[config.mk]
export PLATFORM = sky130hd
export DESIGN_NAME = conv_top
export DESIGN_NICKNAME = d
export VERILOG_FILES = /design/src/common/conv_pkg.sv /design/src/common/conv_ifs.sv /design/src/conv_lane/conv_lane.sv /design/src/apb_regs.sv /design/src/conv_top.sv /design/src/psum_accum.sv /design/src/window_sequencer.sv
export VERILOG_INCLUDE_DIRS = /design/src /design/src/common
export SDC_FILE = /design/constraint.sdc
export NUM_CORES = 1
export LEC_CHECK = 0
export BUFFER_PORTS_ARGS = -buffer_cell sky130_fd_sc_hd__clkbuf_2
export CORE_MARGIN = 1
export CORE_UTILIZATION = 35
export CTS_BUF_LIST = sky130_fd_sc_hd__clkbuf_2
export CTS_CLUSTER_SIZE = 24
export DETAILED_ROUTE_END_ITERATION = 7
export PLACE_DENSITY_LB_ADDON = 0.25
export SKIP_LAST_GASP = 1
export SLEW_MARGIN = 20
export SYNTH_ARGS = -nofsm -noshare
export SYNTH_HDL_FRONTEND = slang
export SYNTH_SLANG_ARGS = --single-unit
[constraint.sdc]
create_clock -name clk -period 11.61 [get_ports clk]
set_clock_uncertainty 0.05 [all_clocks]
set_input_delay 1.7415 -clock clk [delete_from_list [all_inputs] [get_ports clk]]
set_output_delay 1.7415 -clock clk [all_outputs]
set_load 0.02 [all_outputs]
[src/common/conv_consts.svh]
`ifndef CONV_CONSTS_SVH
`define CONV_CONSTS_SVH

// image and kernel geometry
`define CONV_IMG_W        4
`define CONV_KERN_SZ      3
`define CONV_TAPS         9
`define CONV_OUT_W        2

// datapath widths
`define CONV_PIX_W        8
`define CONV_ACC_W        20
`define CONV_OUT_DW       32

// lane latency 3 plus accumulator latency 2
`define CONV_DRAIN_CYCLES 5

// apb map, byte addresses
`define CONV_APB_AW       12
`define CONV_APB_DW       32
`define CONV_WORD_STRIDE  4
`define CONV_ADDR_CTRL    12'h000
`define CONV_ADDR_STATUS  12'h004
`define CONV_BASE_IMG0    12'h100
`define CONV_BASE_KERN0   12'h140
`define CONV_BASE_IMG1    12'h200
`define CONV_BASE_KERN1   12'h240
`define CONV_BASE_OUT     12'h300

`endif

[src/common/conv_pkg.sv]
`include "conv_consts.svh"

package conv_pkg;

  typedef logic [`CONV_PIX_W-1:0] pix_t;
  typedef logic [3:0] pix_addr_t;
  typedef logic [3:0] kern_addr_t;
  typedef logic [1:0] pos_t;
  typedef logic [`CONV_ACC_W-1:0] lane_sum_t;
  typedef logic [`CONV_OUT_DW-1:0] out_word_t;

  typedef enum logic [1:0] {
    SEQ_IDLE,
    SEQ_RUN,
    SEQ_DRAIN
  } seq_state_e;

  // decoded apb region
  typedef enum logic [2:0] {
    REG_CTRL,
    REG_STATUS,
    REG_IMG,
    REG_KERN,
    REG_OUT,
    REG_NONE
  } region_e;

endpackage

[src/common/conv_ifs.sv]
// one tap per cycle while tap_valid, no back-pressure
interface tap_if;
  logic                   tap_valid;
  conv_pkg::pix_addr_t    pix_addr;
  conv_pkg::kern_addr_t   kern_addr;
  conv_pkg::pos_t         pos;

  modport seq (
    output tap_valid,
    output pix_addr,
    output kern_addr,
    output pos
  );

  modport lane (
    input tap_valid,
    input pix_addr,
    input kern_addr,
    input pos
  );
endinterface

// host writes into lane image and kernel memories
interface host_wr_if;
  logic                   wr_en;
  logic                   wr_lane;
  logic                   wr_kernel;
  conv_pkg::pix_addr_t    wr_addr;
  conv_pkg::pix_t         wr_data;

  modport host (
    output wr_en,
    output wr_lane,
    output wr_kernel,
    output wr_addr,
    output wr_data
  );

  modport lane (
    input wr_en,
    input wr_lane,
    input wr_kernel,
    input wr_addr,
    input wr_data
  );
endinterface

[src/conv_lane/conv_lane.sv]
`include "conv_consts.svh"

module conv_lane #(
  parameter int LANE_ID = 0
) (
  input  logic                 clk,
  input  logic                 rst,
  host_wr_if.lane              host_wr,
  tap_if.lane                  tap,
  output logic                 result_valid,
  output conv_pkg::lane_sum_t  result,
  output conv_pkg::pos_t       result_pos
);
  import conv_pkg::*;

  pix_t                     img_mem [`CONV_IMG_W * `CONV_IMG_W];
  pix_t                     kern_mem [`CONV_TAPS];
  logic                     lane_hit;

  logic                     v1;
  logic                     v2;
  logic                     first1;
  logic                     first2;
  logic                     last1;
  logic                     last2;
  pos_t                     pos1;
  pos_t                     pos2;
  pix_t                     pix_r;
  pix_t                     wt_r;
  logic [2*`CONV_PIX_W-1:0] prod_r;

  assign lane_hit = host_wr.wr_en && (host_wr.wr_lane == 1'(LANE_ID));

  always_ff @(posedge clk) begin
    if (lane_hit) begin
      if (host_wr.wr_kernel) begin
        if (host_wr.wr_addr < kern_addr_t'(`CONV_TAPS)) begin
          kern_mem[host_wr.wr_addr] <= host_wr.wr_data;
        end
      end else begin
        img_mem[host_wr.wr_addr] <= host_wr.wr_data;
      end
    end
  end

  always_ff @(posedge clk) begin
    if (rst) begin
      v1           <= 1'b0;
      v2           <= 1'b0;
      result_valid <= 1'b0;
    end else begin
      v1           <= tap.tap_valid;
      v2           <= v1;
      result_valid <= v2 && last2;
    end
  end

  // stage 1 fetch, stage 2 multiply
  always_ff @(posedge clk) begin
    pix_r  <= img_mem[tap.pix_addr];
    wt_r   <= kern_mem[tap.kern_addr];
    first1 <= (tap.kern_addr == '0);
    last1  <= (tap.kern_addr == kern_addr_t'(`CONV_TAPS - 1));
    pos1   <= tap.pos;
    prod_r <= pix_r * wt_r;
    first2 <= first1;
    last2  <= last1;
    pos2   <= pos1;
  end

  // stage 3, tap 0 restarts the window sum
  always_ff @(posedge clk) begin
    if (v2) begin
      if (first2) begin
        result <= lane_sum_t'(prod_r);
      end else begin
        result <= result + lane_sum_t'(prod_r);
      end
      result_pos <= pos2;
    end
  end

endmodule

[src/apb_regs.sv]
`include "conv_consts.svh"

module apb_regs (
  input  logic                     clk,
  input  logic                     rst,
  input  logic                     psel,
  input  logic                     penable,
  input  logic                     pwrite,
  input  logic [`CONV_APB_AW-1:0]  paddr,
  input  logic [`CONV_APB_DW-1:0]  pwdata,
  input  logic                     busy,
  input  conv_pkg::out_word_t      rd_data,
  output logic [`CONV_APB_DW-1:0]  prdata,
  output logic                     pready,
  output logic                     pslverr,
  output logic                     start,
  output logic                     clear,
  output conv_pkg::pos_t           rd_pos,
  host_wr_if.host                  host_wr
);
  import conv_pkg::*;

  localparam int IMG_SPAN  = `CONV_IMG_W * `CONV_IMG_W * `CONV_WORD_STRIDE;
  localparam int KERN_SPAN = `CONV_TAPS * `CONV_WORD_STRIDE;
  localparam int OUT_SPAN  = `CONV_OUT_W * `CONV_OUT_W * `CONV_WORD_STRIDE;

  region_e                 region;
  logic                    lane_sel;
  logic [`CONV_APB_AW-1:0] off;
  logic                    access;
  logic                    err;
  logic                    wr_ok;
  logic                    mem_region;

  function automatic logic in_win(input logic [`CONV_APB_AW-1:0] addr,
                                  input logic [`CONV_APB_AW-1:0] base,
                                  input int span);
    return (addr >= base) && (int'(addr) < int'(base) + span);
  endfunction

  // address decode, misaligned counts as unmapped
  always_comb begin
    region   = REG_NONE;
    lane_sel = 1'b0;
    off      = '0;
    if (paddr[1:0] != 2'b00) begin
      region = REG_NONE;
    end else if (paddr == `CONV_ADDR_CTRL) begin
      region = REG_CTRL;
    end else if (paddr == `CONV_ADDR_STATUS) begin
      region = REG_STATUS;
    end else if (in_win(paddr, `CONV_BASE_IMG0, IMG_SPAN)) begin
      region = REG_IMG;
      off    = paddr - `CONV_BASE_IMG0;
    end else if (in_win(paddr, `CONV_BASE_KERN0, KERN_SPAN)) begin
      region = REG_KERN;
      off    = paddr - `CONV_BASE_KERN0;
    end else if (in_win(paddr, `CONV_BASE_IMG1, IMG_SPAN)) begin
      region   = REG_IMG;
      lane_sel = 1'b1;
      off      = paddr - `CONV_BASE_IMG1;
    end else if (in_win(paddr, `CONV_BASE_KERN1, KERN_SPAN)) begin
      region   = REG_KERN;
      lane_sel = 1'b1;
      off      = paddr - `CONV_BASE_KERN1;
    end else if (in_win(paddr, `CONV_BASE_OUT, OUT_SPAN)) begin
      region = REG_OUT;
      off    = paddr - `CONV_BASE_OUT;
    end
  end

  assign access     = psel && penable;
  assign mem_region = (region == REG_IMG) || (region == REG_KERN);

  assign err = (region == REG_NONE) ||
               (pwrite && busy && (mem_region || region == REG_CTRL)) ||
               (pwrite && region == REG_CTRL && pwdata[1:0] == 2'b11);

  assign pready  = access;
  assign pslverr = access && err;
  assign wr_ok   = access && pwrite && !err;

  // start goes straight to the sequencer so busy rises next cycle
  assign start  = wr_ok && region == REG_CTRL && pwdata[0];
  assign rd_pos = pos_t'(off >> 2);

  always_comb begin
    prdata = '0;
    if (access && !pwrite) begin
      case (region)
        REG_STATUS: prdata = {{(`CONV_APB_DW-1){1'b0}}, busy};
        REG_OUT:    prdata = rd_data;
        default:    prdata = '0;
      endcase
    end
  end

  always_ff @(posedge clk) begin
    if (rst) begin
      host_wr.wr_en <= 1'b0;
      clear         <= 1'b0;
    end else begin
      host_wr.wr_en <= wr_ok && mem_region;
      clear         <= wr_ok && region == REG_CTRL && pwdata[1];
    end
  end

  always_ff @(posedge clk) begin
    host_wr.wr_lane   <= lane_sel;
    host_wr.wr_kernel <= (region == REG_KERN);
    host_wr.wr_addr   <= pix_addr_t'(off >> 2);
    host_wr.wr_data   <= pwdata[`CONV_PIX_W-1:0];
  end

endmodule

[src/conv_top.sv]
`include "conv_consts.svh"

module conv_top (
  input  logic                    clk,
  input  logic                    rst,
  input  logic                    psel,
  input  logic                    penable,
  input  logic                    pwrite,
  input  logic [`CONV_APB_AW-1:0] paddr,
  input  logic [`CONV_APB_DW-1:0] pwdata,
  output logic [`CONV_APB_DW-1:0] prdata,
  output logic                    pready,
  output logic                    pslverr
);
  import conv_pkg::*;

  logic      start;
  logic      busy;
  logic      clear;
  pos_t      rd_pos;
  out_word_t rd_data;
  logic      l0_valid;
  logic      l1_valid;
  lane_sum_t l0_result;
  lane_sum_t l1_result;
  pos_t      l0_pos;
  pos_t      l1_pos;

  tap_if     taps ();
  host_wr_if host_wr ();

  apb_regs u_apb_regs (
    .clk     (clk),
    .rst     (rst),
    .psel    (psel),
    .penable (penable),
    .pwrite  (pwrite),
    .paddr   (paddr),
    .pwdata  (pwdata),
    .busy    (busy),
    .rd_data (rd_data),
    .prdata  (prdata),
    .pready  (pready),
    .pslverr (pslverr),
    .start   (start),
    .clear   (clear),
    .rd_pos  (rd_pos),
    .host_wr (host_wr.host)
  );

  window_sequencer u_seq (
    .clk   (clk),
    .rst   (rst),
    .start (start),
    .busy  (busy),
    .tap   (taps.seq)
  );

  // one lane per depth channel
  conv_lane #(.LANE_ID(0)) lane_0 (
    .clk          (clk),
    .rst          (rst),
    .host_wr      (host_wr.lane),
    .tap          (taps.lane),
    .result_valid (l0_valid),
    .result       (l0_result),
    .result_pos   (l0_pos)
  );

  conv_lane #(.LANE_ID(1)) lane_1 (
    .clk          (clk),
    .rst          (rst),
    .host_wr      (host_wr.lane),
    .tap          (taps.lane),
    .result_valid (l1_valid),
    .result       (l1_result),
    .result_pos   (l1_pos)
  );

  psum_accum u_psum (
    .clk                (clk),
    .rst                (rst),
    .clear              (clear),
    .lane0_result_valid (l0_valid),
    .lane0_result       (l0_result),
    .lane0_result_pos   (l0_pos),
    .lane1_result_valid (l1_valid),
    .lane1_result       (l1_result),
    .lane1_result_pos   (l1_pos),
    .rd_pos             (rd_pos),
    .rd_data            (rd_data)
  );

endmodule

[src/psum_accum.sv]
`include "conv_consts.svh"

module psum_accum (
  input  logic                 clk,
  input  logic                 rst,
  input  logic                 clear,
  input  logic                 lane0_result_valid,
  input  conv_pkg::lane_sum_t  lane0_result,
  input  conv_pkg::pos_t       lane0_result_pos,
  input  logic                 lane1_result_valid,
  input  conv_pkg::lane_sum_t  lane1_result,
  input  conv_pkg::pos_t       lane1_result_pos,
  input  conv_pkg::pos_t       rd_pos,
  output conv_pkg::out_word_t  rd_data
);
  import conv_pkg::*;

  localparam int N_POS = `CONV_OUT_W * `CONV_OUT_W;

  out_word_t store [N_POS];
  out_word_t sum_r;
  pos_t      pos_r;
  logic      sum_valid;

  // both lanes run in lockstep on the same window
  always_ff @(posedge clk) begin
    if (rst) begin
      sum_valid <= 1'b0;
    end else begin
      sum_valid <= lane0_result_valid && lane1_result_valid &&
                   (lane0_result_pos == lane1_result_pos);
    end
  end

  always_ff @(posedge clk) begin
    sum_r <= out_word_t'(lane0_result) + out_word_t'(lane1_result);
    pos_r <= lane0_result_pos;
  end

  // read-modify-write into the entry, wraps at 32 bits
  always_ff @(posedge clk) begin
    if (rst || clear) begin
      for (int i = 0; i < N_POS; i++) begin
        store[i] <= '0;
      end
    end else if (sum_valid) begin
      store[pos_r] <= store[pos_r] + sum_r;
    end
  end

  assign rd_data = store[rd_pos];

endmodule

[src/window_sequencer.sv]
`include "conv_consts.svh"

module window_sequencer (
  input  logic clk,
  input  logic rst,
  input  logic start,
  output logic busy,
  tap_if.seq   tap
);
  import conv_pkg::*;

  localparam int DRAIN_W = $clog2(`CONV_DRAIN_CYCLES);

  seq_state_e         state;
  pos_t               pos_cnt;
  logic [1:0]         tap_row;
  logic [1:0]         tap_col;
  logic [DRAIN_W-1:0] drain_cnt;
  logic               last_tap;
  logic               last_pos;

  assign last_tap = (tap_row == 2'(`CONV_KERN_SZ - 1)) && (tap_col == 2'(`CONV_KERN_SZ - 1));
  assign last_pos = (pos_cnt == pos_t'(`CONV_OUT_W * `CONV_OUT_W - 1));

  always_ff @(posedge clk) begin
    if (rst) begin
      state     <= SEQ_IDLE;
      pos_cnt   <= '0;
      tap_row   <= '0;
      tap_col   <= '0;
      drain_cnt <= '0;
    end else begin
      case (state)
        SEQ_IDLE: begin
          pos_cnt <= '0;
          tap_row <= '0;
          tap_col <= '0;
          if (start) begin
            state <= SEQ_RUN;
          end
        end
        SEQ_RUN: begin
          if (tap_col == 2'(`CONV_KERN_SZ - 1)) begin
            tap_col <= '0;
            if (tap_row == 2'(`CONV_KERN_SZ - 1)) begin
              tap_row <= '0;
              pos_cnt <= pos_cnt + 1'b1;
            end else begin
              tap_row <= tap_row + 1'b1;
            end
          end else begin
            tap_col <= tap_col + 1'b1;
          end
          if (last_tap && last_pos) begin
            state     <= SEQ_DRAIN;
            drain_cnt <= '0;
          end
        end
        SEQ_DRAIN: begin
          // let the lane and accumulator pipes empty
          drain_cnt <= drain_cnt + 1'b1;
          if (drain_cnt == DRAIN_W'(`CONV_DRAIN_CYCLES - 1)) begin
            state <= SEQ_IDLE;
          end
        end
        default: state <= SEQ_IDLE;
      endcase
    end
  end

  assign busy = (state != SEQ_IDLE);

  // position row sits in bit 1, column in bit 0
  assign tap.tap_valid = (state == SEQ_RUN);
  assign tap.pos       = pos_cnt;
  assign tap.kern_addr = kern_addr_t'(tap_row * `CONV_KERN_SZ + tap_col);
  assign tap.pix_addr  = pix_addr_t'((pos_cnt[1] + tap_row) * `CONV_IMG_W + pos_cnt[0] + tap_col);

endmodule

# Yosys cells after proc, flatten, opt, wreduce, memory -nomap -nowiden
# Memories as Yosys holds them, arrays and structs flattened. A register that Yosys moved wholly into a read port is not among the register bits.
# Cells that the tools add are included.
# classes
n_addsub	17
n_mul	3
n_lt_le_gt_ge	11
n_eq_ne	19
mux	55
bitwise_logic	1
reduce_logical	45
# ops
operator	n
two-way mux 32 bit	2
one-hot mux 32 bit (2 select lines)	1
adder 20 x 16 -> 20 bit	2
>= comparator 12 x 10 -> 1 bit (second input constant)	3
< comparator 12 x 10 -> 1 bit (second input constant)	3
adder 32 bit	1
multiplier 8 x 8 -> 16 bit	2
two-way mux 16 bit	2
OR reduction 32 bit	1
two-way mux 6 bit	5
subtractor 6 x 1 -> 6 bit (second input constant)	5
>= comparator 12 x 9 -> 1 bit (second input constant)	2
< comparator 12 x 9 -> 1 bit (second input constant)	2
two-way mux 3 bit	8
logical AND 1 bit	23
adder 20 x 20 -> 21 bit	1
two-way mux 1 bit	20
two-way mux 2 bit	9
== test 12 x 3 -> 1 bit (second input constant)	1
zero test 12 bit	1
two-way mux 4 bit	3
one-hot mux 2 bit (2 select lines)	3
== test 2 bit (second input constant)	5
== test 3 bit (second input constant)	3
other kinds (26)	43
# word_totals
register_bits	147
ram_bits	528
in_bits	49
out_inout_bits	34
elab_cells	187
memories	5
# memory_table
memory	words	word_bits	read_ports	rd_ports_with_merged_regs	wr	line	rtl
lane_0.img_mem	16	8	1	1	1	conv_lane.sv:16	pix_t img_mem [`CONV_IMG_W * `CONV_IMG_W];
lane_1.img_mem	16	8	1	1	1	conv_lane.sv:16	
u_psum.store	4	32	2	1	4	psum_accum.sv:20	out_word_t store [N_POS];
lane_0.kern_mem	9	8	1	1	1	conv_lane.sv:17	pix_t kern_mem [`CONV_TAPS];
lane_1.kern_mem	9	8	1	1	1	conv_lane.sv:17	

# Longest topological paths before layout
# depth
depth_word	22
ltp_mapped	17
ltp_nobuf	17

# By module
# Synthesis repeated with hierarchy kept, for this count alone.
# hier_totals
cells_unflattened	2545
hier_area_um2	35486.5
# modules_own_cells
module	instances	cells_each	area_each_um2	seq_area_each_um2
conv_lane at lane_1	1	815	12533.3	7527.2
conv_lane at lane_0	1	836	12527.0	7527.2
psum_accum	1	708	8752.1	4324.1
apb_regs	1	100	902.1	320.3
window_sequencer	1	86	772.0	220.2

# Worst setup path before layout
# No wires, ideal clock.
# synth_path
kind	input -> output
start	input port paddr[8]
end	output port prdata[10]
arrival_ps	3971
required_time_ps	9819
slack_ps	5848
cell_stages	7
n_path_buf	2
path_cell_list	buf_6 > or4_4 > or4b_4 > nand3_4 > buf_8 > mux4_2 > and2b_1
# synth_between
elab_chain_cells	13
word_cells_on_any_way	38
classes_between	order compare (10); eq/ne (3); mux (18); reduce/logical (6); memory (1)
# synth_lines
item	line	rtl
start, declared	conv_top.sv:9	input logic [`CONV_APB_AW-1:0] paddr,
>= comparator 12 x 10 -> 1 bit or < comparator 12 x 10 -> 1 bit (tied branches)	apb_regs.sv:38	return (addr >= base) && (int'(addr) < int'(base) + span);
logical AND 1 bit	apb_regs.sv:38	
two-way mux 6 bit or two-way mux 1 bit (tied branches)	apb_regs.sv:66	end else if (in_win(paddr, `CONV_BASE_OUT, OUT_SPAN)) begin
two-way mux 6 bit or two-way mux 3 bit (tied branches)	apb_regs.sv:62	end else if (in_win(paddr, `CONV_BASE_KERN1, KERN_SPAN)) begin
two-way mux 6 bit or two-way mux 3 bit (tied branches)	apb_regs.sv:58	end else if (in_win(paddr, `CONV_BASE_IMG1, IMG_SPAN)) begin
two-way mux 6 bit or two-way mux 3 bit (tied branches)	apb_regs.sv:55	end else if (in_win(paddr, `CONV_BASE_KERN0, KERN_SPAN)) begin
two-way mux 6 bit or two-way mux 3 bit (tied branches)	apb_regs.sv:52	end else if (in_win(paddr, `CONV_BASE_IMG0, IMG_SPAN)) begin
two-way mux 4 bit or two-way mux 3 bit (tied branches)	apb_regs.sv:50	end else if (paddr == `CONV_ADDR_STATUS) begin
two-way mux 4 bit or two-way mux 3 bit (tied branches)	apb_regs.sv:48	end else if (paddr == `CONV_ADDR_CTRL) begin
two-way mux 4 bit or two-way mux 3 bit (tied branches)	apb_regs.sv:46	if (paddr[1:0] != 2'b00) begin
memory read (4 x 32 bit) (tied with other cells)	-	
one-hot mux 32 bit (2 select lines) *	apb_regs.sv:90	case (region)
two-way mux 32 bit *	apb_regs.sv:89	if (access && !pwrite) begin
end, declared	conv_top.sv:11	output logic [`CONV_APB_DW-1:0] prdata,
# Every way passes the cells marked *; elsewhere a longest branch is shown, timed or not.

# Final worst setup path
# layout_path
start	input port paddr[2]
end	output port prdata[0]
# The elaborated chain is that of the path after synthesis.

==> flow_summary.ini <==
[sta]
maxSlewHeadroom_pct = 26.16
worstMarginPinSlew_ns = 1.105
final_max_slew_viol_count = 0
whs_ns = 0.2924
fin_tns_setup_ns = 0
grt_setup_unrepaired = no
period_share_pct = 57.71
finalHoldViolations = 0
setup_viol = 0
fmaxAchievable_ghz = 0.1492
fin_crit_ns = 6.700

[clock_tree]
numCtsBuffers = 180
htreeDepth = 4
ctsResizeCount = 0
ctsHoldBuffers = 0
cts.clk_slew.worst_paths_ns = 0.10
clock-root-buffer = clkbuf_2
clk_latency_ns = 1.42
clock-sinks = 696
post-cts-setup-buffers = 0
cts.path.max_buffers = 3
cts_tree = built

[finish]
fin_area_um2 = 37920
layout-drive-gt1-share_pct = 20.19
area_delta_synth_final_pct = 9.755
final_nets = 2980
utilization_pct = 38.98

[critical_path]
crit_slowest_cell = mux4_2
slowest_delay_ns = 0.75
crit_type = input port to primary output
arrival_ns = 4.91
crit_chain = clkbuf_2 > o311ai_2 > nand2b_1 > a311oi_2 > nand3_4 > mux4_2 > nand2b_1 > o41ai_1 > clkbuf_2
cp_max_fo = 33
critPathLaunchType = input port
required_ns = 9.82
worstSetupEndpointType = primary output

[yosys]
synth-edff-count = 570
ys_seq_area_share_pct = 56.84
synth_top_cell_by_area = edfxtp_1
synth_cells = 2525
yosysTopAreaCellShare_pct = 49.54
ys_seq_elements = 696
syn_area_um2 = 34550
yosysWarnings = 0
syn_area_per_cell_um2 = 13.68
yosysUniqueCellTypes = 76
synth.area.top_cells = edfxtp_1 (50%), mux4_2 (10%), dfxtp_1 (7.3%), ha_1 (5.6%), fa_1 (4.5%)
async_flop_share_pct = 0
synth_ff_type = edfxtp_1
synthesis.nets = 2808

[detailed_routing]
detail-route-antenna-nets = 0
via_per_inst = 5.087
first_iter_violations = 1258
first_pass_iters = 5
routed_wl_mm = 79.36
wl_per_cell_um = 19.26
remaining_drc_errors = 0
vias = 20970

[floorplanning]
die_w_um = 316.2
rows = 114
ios = 83
fp.coreArea_um2 = 97280
die-area_um2 = 99980
die_height_um = 316.2
initial_utilization_pct = 35.52

[global_route]
grt_start_max_net_pins = 76
grt_pass1_vias = 22270
grt_overflow = 0
grt_use_total_pct = 16.10
antenna_found_initial = 2
grt_first_pass_wirelength_mm = 123.6

[place]
dpl_cell_area_um2 = 36270
portBuffers = 58
hpwl_mm = 51.18
gp_congestion = 0.8191

[flow_run]
cap_violations = 0

[power_and_ir_drop]
power_density_nw_per_um2 = 117.9
power.leakage_nw = 14.37
irDropWorstVdd_uv = 80.78

[worst_hold_path]
hold_path_class = flop to flop

[status]
status = complete, no violations
registers in the layout (all words and copies together), names as in the netlist, 16 cells and up:
name             flops
u_psum.sum_r        21
lane_0.img_mem     128
lane_0.result       20
lane_0.kern_mem     72
lane_1.result       20
lane_1.img_mem     128
lane_1.prod_r       16
lane_1.kern_mem     72
lane_0.prod_r       16
u_psum.store       128
cell usage in the layout (no fill, tap or decap), types with 82 or more instances in the layout:
| cell type | n |
|---|---|
| and2_1 | 82 |
| mux4_2 | 160 |
| edfxtp_1 | 570 |
| ha_1 | 153 |
| nor2_1 | 230 |
| clkbuf_2 | 323 |
| dfxtp_1 | 114 |
| inv_1 | 138 |
| a21oi_1 | 104 |
| nand2_1 | 210 |
per-stage QoR:
step	total power [W]	std cells	setup WS (ns)
2_1_floorplan	0.002832	2525	5.848
4_1_cts	0.004549	4114	4.837
6_report	0.004471	4121	4.910
3_5_place_dp	0.002873	3791	4.847
3_3_place_gp	0.002868	3791	4.950
5_1_grt	0.004672	4117	4.648
worst max-delay path: cells and delay by family:
kind,cells,cell delay (ns)
and+or+nand+nor,3,1.09
AOI/OAI and AO/OA,3,1.00
muxes,1,0.75
buffers and inverters,2,0.31
final cells by class:
cell class / instances / area, µm²
Antenna cell: 7 / 17.52
Clock buffer: 265 / 1326
Clock inverter: 58 / 301.5
Fill cell: 9316 / 59350
Inverter: 138 / 518.0
Multi-Input combinational cell: 1601 / 14050
Sequential cell: 696 / 19660
Tap cell: 1276 / 1597
Timing Repair Buffer: 80 / 455.4
power breakdown:
part	internal (W)	leakage, nW	switching (W)	total, W
clock	0.000644	1.24	0.00101	0.00166
combinational	0.0000312	6.79	0.0000454	0.0000767
sequential	0.00271	6.33	0.0000312	0.00274
total	0.00338	14.4	0.00109	0.00447
cells in the mapped netlist (7+ instances only):
library cell / instances
nand2_1: 211
dfxtp_1: 126
a21oi_1: 104
or2_2: 9
inv_1: 138
xor2_1: 39
mux4_2: 160
o21a_1: 20
and2b_1: 19
fa_1: 78
nor2_1: 230
or3_1: 10
o31ai_1: 14
o211ai_1: 9
o21ai_0: 63
nand4_1: 10
clkbuf_1: 67
nor3_1: 27
and2_1: 82
nor2b_1: 45
edfxtp_1: 570
ha_1: 156
buf_1: 8
o21bai_1: 7
buf_2: 10
mux2_2: 11
and3_1: 34
nand2b_1: 22
a211oi_1: 12
a31oi_1: 24
xnor2_1: 52
a21o_1: 28
nand3_1: 26
mux2i_1: 20
routing by layer:
| metal | vias up | wire (µm) | track usage, % |
|---|---|---|---|
| met5 | - | 0 | 0 |
| met4 | 0 | 2717 | 7.517 |
| met3 | 155 | 3635 | 3.107 |
| met2 | 546 | 39170 | 27.15 |
| met1 | 10460 | 33830 | 19.94 |
| li1 | 9805 | - | - |
path summary, 6_finish.rpt:
path | startpoint | end | slack, ns | depth (start not counted)
worst min-delay path | lane_1.pos1[1] | lane_1.pos2[1] | 0.29 | 0
worst max register to register | u_psum.pos_r[0] | u_psum.store[2][29] | 7.01 | 10
worst max-delay path | paddr[2] | prdata[0] | 4.91 | 9
worst min register to register | lane_1.pos1[1] | lane_1.pos2[1] | 0.29 | 0
cells by family (layout without fill, tap and decap cells):
kind of cell    count (synthesis)  after routing  share of synthesized area (%)
other cells                     0              7                              0
simple gates                  757            757                          10.61
compound gates                328            328                          6.054
xor+xnor                       91             91                          2.307
buf+inv                       228            541                          2.658
flops                         696            696                          56.84
fa+ha+maj                     234            234                          10.17
mux                           191            191                          11.37
Note: power is estimated with default switching activity, not from simulation.
